===== config.mk =====
export PLATFORM = sky130hd
export DESIGN_NAME = hdc_bundler_top
export DESIGN_NICKNAME = d
export VERILOG_FILES = /design/src/hdc_pkg.sv /design/src/bundle_exec.sv /design/src/bundle_result.sv /design/src/dim_counter.sv /design/src/hdc_bundler_top.sv /design/src/hdc_cmd_decode.sv /design/src/vote_tally.sv
export SDC_FILE = /design/constraint.sdc
export NUM_CORES = 1
export LEC_CHECK = 0
export ABC_CLOCK_PERIOD_IN_PS = 2300
export BUFFER_PORTS_ARGS = -buffer_cell sky130_fd_sc_hd__buf_4
export CAP_MARGIN = 10
export CORE_AREA = 2 2 219 221
export CTS_CLUSTER_SIZE = 28
export DETAILED_ROUTE_END_ITERATION = 16
export DIE_AREA = 0 0 221 223
export GPL_TIMING_DRIVEN = 0
export SLEW_MARGIN = 20
export SYNTH_ARGS = -nofsm -noshare
export SYNTH_HDL_FRONTEND = slang
export SYNTH_SLANG_ARGS = --single-unit
export TNS_END_PERCENT = 30

===== constraint.sdc =====
create_clock -name clk -period 2.3 [get_ports clk]
set_input_delay 0.115 -clock clk [delete_from_list [all_inputs] [get_ports clk]]
set_output_delay 0.115 -clock clk [all_outputs]
set_load 0.005 [all_outputs]

===== src/hdc_pkg.sv =====
`default_nettype none

package hdc_pkg;

    // defaults for the top-level parameters
    localparam int default_cores = 4;
    localparam int default_dims  = 8;
    localparam int default_w     = 12;

    // upper bounds for the packed payload fields
    localparam int max_cores = 16;
    localparam int max_dims  = 32;

    // command opcodes where op_rsvd answers with err set
    typedef enum logic [1:0] {
        op_clear  = 2'd0,
        op_bundle = 2'd1,
        op_read   = 2'd2,
        op_rsvd   = 2'd3
    } opcode_e;

    // decoder handshake states
    typedef enum logic {
        dec_idle = 1'b0,
        dec_busy = 1'b1
    } dec_state_e;

    // request payload held stable while req is high
    typedef struct packed {
        opcode_e                             op;
        logic [max_cores-1:0]                store;
        logic [max_dims-1:0][max_cores-1:0]  votes;
    } cmd_t;

    // one launch into the execute stage
    typedef struct packed {
        logic                                go;
        logic                                clear;
        logic                                store;
        logic                                err;
        logic [max_cores-1:0]                store_mask;
        logic [max_dims-1:0][max_cores-1:0]  votes;
    } exec_t;

    // response payload valid while ack is high
    typedef struct packed {
        logic [max_dims-1:0]  hv;
        logic                 err;
    } rsp_t;

    // tally width covering a sum in -n..+n
    function automatic int tally_w(int n);
        return $clog2(n + 1) + 1;
    endfunction

endpackage

`default_nettype wire


===== src/bundle_exec.sv =====
`default_nettype none

module bundle_exec
    import hdc_pkg::*;
    #(
    parameter int cores = default_cores,
    parameter int dims  = default_dims,
    parameter int w     = default_w
) (
    input  logic                clk,
    input  logic                rst,
    input  exec_t               exec,
    output logic                done,
    output logic                err,
    output logic [max_dims-1:0] hv
);

    // launch-qualified controls for the counters
    logic clear_go;
    logic store_go;

    // completion tracking with one bit per pipeline stage
    logic [2:0] go_sr;
    logic [2:0] err_sr;

    // sign bit from each dimension
    logic [dims-1:0] sign_vec;

    // flags stay set in exec so they only act on the go cycle
    assign clear_go = exec.go & exec.clear;
    assign store_go = exec.go & exec.store;

    for (genvar d = 0; d < dims; d++) begin : g_dim
        dim_counter #(
            .cores (cores),
            .w     (w)
        ) u_dim_counter (
            .clk        (clk),
            .rst        (rst),
            .clear      (clear_go),
            .store_flag (store_go),
            .store      (exec.store_mask[cores-1:0]),
            .result     (exec.votes[d][cores-1:0]),
            .sign_bit   (sign_vec[d])
        );
    end

    // three stages match vote, tally and counter update
    always_ff @(posedge clk) begin
        if (rst) begin
            go_sr <= '0;
        end else begin
            go_sr <= {go_sr[1:0], exec.go};
        end
    end

    // err rides along with go
    always_ff @(posedge clk) begin
        err_sr <= {err_sr[1:0], exec.err};
    end

    assign done = go_sr[2];
    assign err  = err_sr[2];

    // unused upper dimensions read as zero
    assign hv = max_dims'(sign_vec);

endmodule

`default_nettype wire


===== src/bundle_result.sv =====
`default_nettype none

module bundle_result
    import hdc_pkg::*;
    (
    input  logic                clk,
    input  logic                rst,
    input  logic                req,
    input  logic                done,
    input  logic                err,
    input  logic [max_dims-1:0] hv,
    output logic                ack,
    output rsp_t                rsp,
    output logic                release_done
);

    // ack phase of the four-phase handshake
    always_ff @(posedge clk) begin
        if (rst) begin
            ack          <= 1'b0;
            rsp          <= '0;
            release_done <= 1'b0;
        end else begin
            release_done <= 1'b0;
            if (done) begin
                // counters already updated so the signs are final
                rsp.hv  <= hv;
                rsp.err <= err;
                ack     <= 1'b1;
            end else if (ack && !req) begin
                // requester dropped req so close out and free decode
                ack          <= 1'b0;
                release_done <= 1'b1;
            end
            // req still high keeps ack and rsp as they are
        end
    end

endmodule

`default_nettype wire


===== src/dim_counter.sv =====
`default_nettype none

module dim_counter
    import hdc_pkg::*;
    #(
    parameter int cores = default_cores,
    parameter int w     = default_w
) (
    input  logic             clk,
    input  logic             rst,
    input  logic             clear,
    input  logic             store_flag,
    input  logic [cores-1:0] store,
    input  logic [cores-1:0] result,
    output logic             sign_bit
);

    localparam int tw = tally_w(cores);

    // store delay line with votes at store_n and the add at store_nn
    logic store_n;
    logic store_nn;

    // clear travels the same two stages
    logic clear_n;
    logic clear_nn;

    logic signed [tw-1:0] tally;

    // bundling counter that wraps if w is too small
    logic signed [w-1:0]  count;

    vote_tally #(
        .cores (cores)
    ) u_vote_tally (
        .clk      (clk),
        .store_en (store_flag),
        .store    (store),
        .result   (result),
        .tally    (tally)
    );

    always_ff @(posedge clk) begin
        if (rst) begin
            store_n  <= 1'b0;
            store_nn <= 1'b0;
            clear_n  <= 1'b0;
            clear_nn <= 1'b0;
        end else begin
            store_n  <= store_flag;
            store_nn <= store_n;
            clear_n  <= clear;
            clear_nn <= clear_n;
        end
    end

    // clear and add share a stage but never come from one command
    always_ff @(posedge clk) begin
        if (rst) begin
            count <= '0;
        end else if (clear_nn) begin
            count <= '0;
        end else if (store_nn) begin
            // tally sign-extends to w
            count <= count + tally;
        end
    end

    // negative counter reads as 1
    assign sign_bit = count[w-1];

endmodule

`default_nettype wire


===== src/hdc_bundler_top.sv =====
`default_nettype none

module hdc_bundler_top
    import hdc_pkg::*;
    #(
    parameter int cores = default_cores,
    parameter int dims  = default_dims,
    parameter int w     = default_w
) (
    input  logic clk,
    input  logic rst,
    input  logic req,
    input  cmd_t cmd,
    output logic ack,
    output rsp_t rsp
);

    exec_t               exec;
    logic                done;
    logic                err;
    logic [max_dims-1:0] hv;
    logic                release_done;

    // request side with one launch per command
    hdc_cmd_decode u_decode (
        .clk          (clk),
        .rst          (rst),
        .req          (req),
        .cmd          (cmd),
        .release_done (release_done),
        .exec         (exec)
    );

    // per-dimension counters
    bundle_exec #(
        .cores (cores),
        .dims  (dims),
        .w     (w)
    ) u_exec (
        .clk  (clk),
        .rst  (rst),
        .exec (exec),
        .done (done),
        .err  (err),
        .hv   (hv)
    );

    // response and ack
    bundle_result u_result (
        .clk          (clk),
        .rst          (rst),
        .req          (req),
        .done         (done),
        .err          (err),
        .hv           (hv),
        .ack          (ack),
        .rsp          (rsp),
        .release_done (release_done)
    );

endmodule

`default_nettype wire


===== src/hdc_cmd_decode.sv =====
`default_nettype none

module hdc_cmd_decode
    import hdc_pkg::*;
    (
    input  logic   clk,
    input  logic   rst,
    input  logic   req,
    input  cmd_t   cmd,
    input  logic   release_done,
    output exec_t  exec
);

    dec_state_e state;

    // req registered once before the launch decision
    logic req_q;
    logic launch;

    // launch control flags
    logic go_q;
    logic clear_q;
    logic store_q;
    logic err_q;

    // launch payload
    logic [max_cores-1:0]               mask_q;
    logic [max_dims-1:0][max_cores-1:0] votes_q;

    // only one command in flight
    assign launch = (state == dec_idle) && req_q;

    always_ff @(posedge clk) begin
        if (rst) begin
            state   <= dec_idle;
            req_q   <= 1'b0;
            go_q    <= 1'b0;
            clear_q <= 1'b0;
            store_q <= 1'b0;
            err_q   <= 1'b0;
        end else begin
            req_q <= req;
            // go is a single-cycle pulse
            go_q  <= 1'b0;
            case (state)
                dec_idle: begin
                    if (req_q) begin
                        go_q    <= 1'b1;
                        clear_q <= (cmd.op == op_clear);
                        store_q <= (cmd.op == op_bundle);
                        // reserved opcode leaves counters alone
                        err_q   <= (cmd.op == op_rsvd);
                        state   <= dec_busy;
                    end
                end
                dec_busy: begin
                    // wait for result to finish the ack phase
                    if (release_done) begin
                        state <= dec_idle;
                    end
                end
                default: state <= dec_idle;
            endcase
        end
    end

    // payload captured with the launch
    always_ff @(posedge clk) begin
        if (launch) begin
            mask_q  <= cmd.store;
            votes_q <= cmd.votes;
        end
    end

    assign exec = '{go: go_q, clear: clear_q, store: store_q, err: err_q,
                    store_mask: mask_q, votes: votes_q};

endmodule

`default_nettype wire


===== src/vote_tally.sv =====
`default_nettype none

module vote_tally
    import hdc_pkg::*;
    #(
    parameter int cores = default_cores
) (
    input  logic                             clk,
    input  logic                             store_en,
    input  logic [cores-1:0]                 store,
    input  logic [cores-1:0]                 result,
    output logic signed [tally_w(cores)-1:0] tally
);

    localparam int tw = tally_w(cores);

    // per-core vote in -1..+1
    logic signed [1:0] vote [cores];

    // combinational sum of the held votes
    logic signed [tw-1:0] vote_sum;

    // votes load in the store_n stage
    always_ff @(posedge clk) begin
        if (store_en) begin
            for (int k = 0; k < cores; k++) begin
                if (!store[k]) begin
                    // core not storing abstains
                    vote[k] <= 2'sd0;
                end else if (result[k]) begin
                    vote[k] <= 2'sd1;
                end else begin
                    vote[k] <= -2'sd1;
                end
            end
        end
    end

    // adder tree over all cores
    always_comb begin
        vote_sum = '0;
        for (int k = 0; k < cores; k++) begin
            vote_sum = vote_sum + vote[k];
        end
    end

    // tally follows the votes one cycle later
    // votes hold between loads so the tally stays put too
    always_ff @(posedge clk) begin
        tally <= vote_sum;
    end

endmodule

`default_nettype wire


==> out/results.ini <==
[synth]
syn_avg_cell_area_um2=10.2
synth.cell_area_um2=13500
synth_edf_count=92
synth_cells=1317
synth_cell_type_count=64
ys_async_sr_fraction=0
ys_seq_area_frac=0.447
synth_warnings=0
ys_seq_elements=255
synthFlopType=dfxtp_1

[floorplanning]
start_util=0.286
fp.dieH_um=223
rows=80
die-area_um2=49300
coreArea_um2=47100
num_io_pins=567
die_x_um=221

[clocking]
clkSinkCount=255
root_buffer=clkbuf_16
tritoncts=done
clkTransAtPathRegs_ns=0.06
cts_buffers=27
clk_latency_ns=0.55
htreeDepth=1
clk_path_buf_depth=3

[global_routing]
globalRouteTotalUtil=0.123
grt_pass1_wl_um=49900
grt_pass1_vias=10000
grt_max_degree=36
grt_remaining_overflow=0
antenna_found_initial=0

[route]
drt_pass1_iterations=5
wire_per_inst_um=14.6
drt-total-wl_um=30700
vias=9973
ant_nets=0
drt_first_iter_violations=639
drc=0
via_per_inst=4.74

[outcome]
violations=negative setup slack
status=finished with violations

[place]
place_ws_ns=-0.859
place_congestion=0.829
dp_hpwl_um=21500
io_buffers=50
placed_cell_area_um2=14800

[pwr]
vdd_drop_max_mv=0.557
p_leak_nw=6.86
fin_total_pwr_w=0.00978
p_per_area_nw_per_um2=596

[critical_path]
end_kind=flop
critPathKind=flop to flop
worstPathRequired_ns=2.73
path_max_fanout=2
start_kind=flop
worstPathArrival_ns=2.89

[sta]
layout_setup_ws_ns=-0.161
relSlewSlack=0.450
hold_slack_ns=0.110
rsz0062_at_grt=true
finalClockSkew_ns=0.0185
setup_viol=9
timing.final.crit_share=1.07
tightest_slew_ns=0.825
hold_viol=0
fmax_ghz=0.406
fin_crit_ns=2.46
maxSlewViolCount=0

[worst_hold_path]
hp-class=primary input to flop

[finish]
fin_area_um2=16400
drive_gt1_frac=0.175
nFillCells=4698
area_delta_synth_final_pct=21.7
layout.nets=2152
diodes=0

[job]
maxCapViolCount=0

Yosys cell counts (4+ instances only):
cell / instances / area share
a21oi_1: 60 / 0.022
nand2_1: 72 / 0.020
buf_1: 10 / 0.0028
ha_1: 104 / 0.096
nand3_1: 54 / 0.020
edfxtp_1: 92 / 0.20
o21ai_0: 35 / 0.013
o21a_1: 6 / 0.0033
nand2b_1: 9 / 0.0042
inv_1: 112 / 0.031
fa_1: 48 / 0.071
buf_4: 24 / 0.013
o22ai_1: 7 / 0.0032
o21ai_1: 14 / 0.0052
a211o_1: 6 / 0.0039
nand4_1: 11 / 0.0051
xnor2_1: 42 / 0.027
a31o_1: 4 / 0.0026
o21bai_1: 10 / 0.0056
and2_1: 7 / 0.0032
nor2_1: 131 / 0.036
a21o_1: 31 / 0.017
mux2i_1: 56 / 0.042
nor4_1: 6 / 0.0028
xor2_1: 13 / 0.0084
and3_1: 4 / 0.0019
dfxtp_1: 163 / 0.24
a31oi_1: 11 / 0.0051
clkbuf_1: 31 / 0.0086
o211ai_1: 9 / 0.0050
a32oi_1: 4 / 0.0026
a211oi_1: 29 / 0.016
nor3_1: 23 / 0.0085
or3_1: 21 / 0.0097
nor2b_1: 8 / 0.0037
flip-flops by register name, summed over array words and instances (netlist names), 3 cells and up:
name / count
u_exec.g_dim.u_dim_counter.u_vote_tally.vote: 64
u_decode.mask_q: 4
u_exec.g_dim.u_dim_counter.count: 96
u_exec.g_dim.u_dim_counter.u_vote_tally.tally: 32
u_result.rsp: 9
u_exec.go_sr: 3
u_decode.exec: 32
u_exec.err_sr: 3
report_power, final:
part / total [W] / switching [W] / internal, W
clock: 0.00414 / 0.00178 / 0.00236
sequential: 0.00488 / 0.0000913 / 0.00479
combinational: 0.000756 / 0.000402 / 0.000354
cell usage in the layout (no fill, tap or decap), types with 14 or more instances in the layout:
master,n
dlygate4sd3_1,40
nor2_1,131
a211oi_1,24
nor3_1,22
clkbuf_1,26
a21o_1,31
mux2i_1,54
dfxtp_1,152
fa_2,18
fa_1,30
edfxtp_1,92
clkbuf_16,27
buf_4,83
ha_1,89
nand3_1,54
nand2_1,67
inv_2,18
xnor2_1,32
or3_1,21
ha_2,14
conb_1,24
o21ai_0,33
a21oi_1,54
inv_1,93
metal layers:
layer | wire [um] | track usage | up-vias | share of wire
met4 | 915 | 0.0478 | 0 | 0.030
li1 | - | - | 4904 | -
met5 | 0 | 0 | - | 0
met1 | 13300 | 0.151 | 4764 | 0.43
met3 | 1410 | 0.0175 | 54 | 0.046
met2 | 15100 | 0.217 | 251 | 0.49
stage by stage:
stage,utilization,setup TNS [ns],cells
after floorplan,-,-1.21,1340
after global placement,0.313,-109.07,2005
after detailed placement,0.314,-48.66,2007
after CTS,0.342,-1.30,2096
after global routing,0.348,-2.20,2103
final,0.348,-0.769,2103
cell type report:
class,instances,area (um2),area share
Tap cell,615,769,0.0469
Buffer,64,358,0.0218
Timing Repair Buffer,101,883,0.0538
Clock buffer,38,744,0.0454
Timing Repair inverter,1,5.00,0.000305
Sequential cell,255,6040,0.368
Inverter,112,424,0.0258
Multi-Input combinational cell,905,7100,0.432
Clock inverter,12,87.6,0.00534
worst max-delay path, cell delays in order (launching register included):
cell and delay, ns:
edfxtp_1 0.38, inv_2 0.08, fa_2 0.47, fa_1 0.54, inv_1 0.05, ha_2 0.18, fa_2 0.35, xnor2_2 0.16
xnor2_2 0.14
worst paths after layout:
path	start	cells past startpoint	slack, ns	endpoint
max	flop	8	-0.16	u_exec.g_dim[1].u_dim_counter.u_vote_tally.tally[3]
min reg2reg	u_exec.err_sr[0]	0	0.33	u_exec.err_sr[1]
max reg2reg	flop	8	-0.16	u_exec.g_dim[1].u_dim_counter.u_vote_tally.tally[3]
min	rst	3	0.11	u_exec.go_sr[2]
cell families after synthesis:
logic type | after synthesis | share of synthesized area
simple gates | 369 | 0.130
other cells | 1 | 0.000278
fa+ha+maj | 152 | 0.168
buf+inv | 180 | 0.0570
flops | 255 | 0.447
compound gates | 249 | 0.121
xor+xnor | 55 | 0.0357
mux | 56 | 0.0415
timing repair:
action,CTS,global route
hold buffers,40,0
pin swaps,11,34
setup buffers,2,7
endpoints found under the setup margin,143,85
gates cloned,1,0
hold endpoints to repair,42,0
gates resized for setup,33,84
Note: power is estimated with default switching activity, not from simulation.
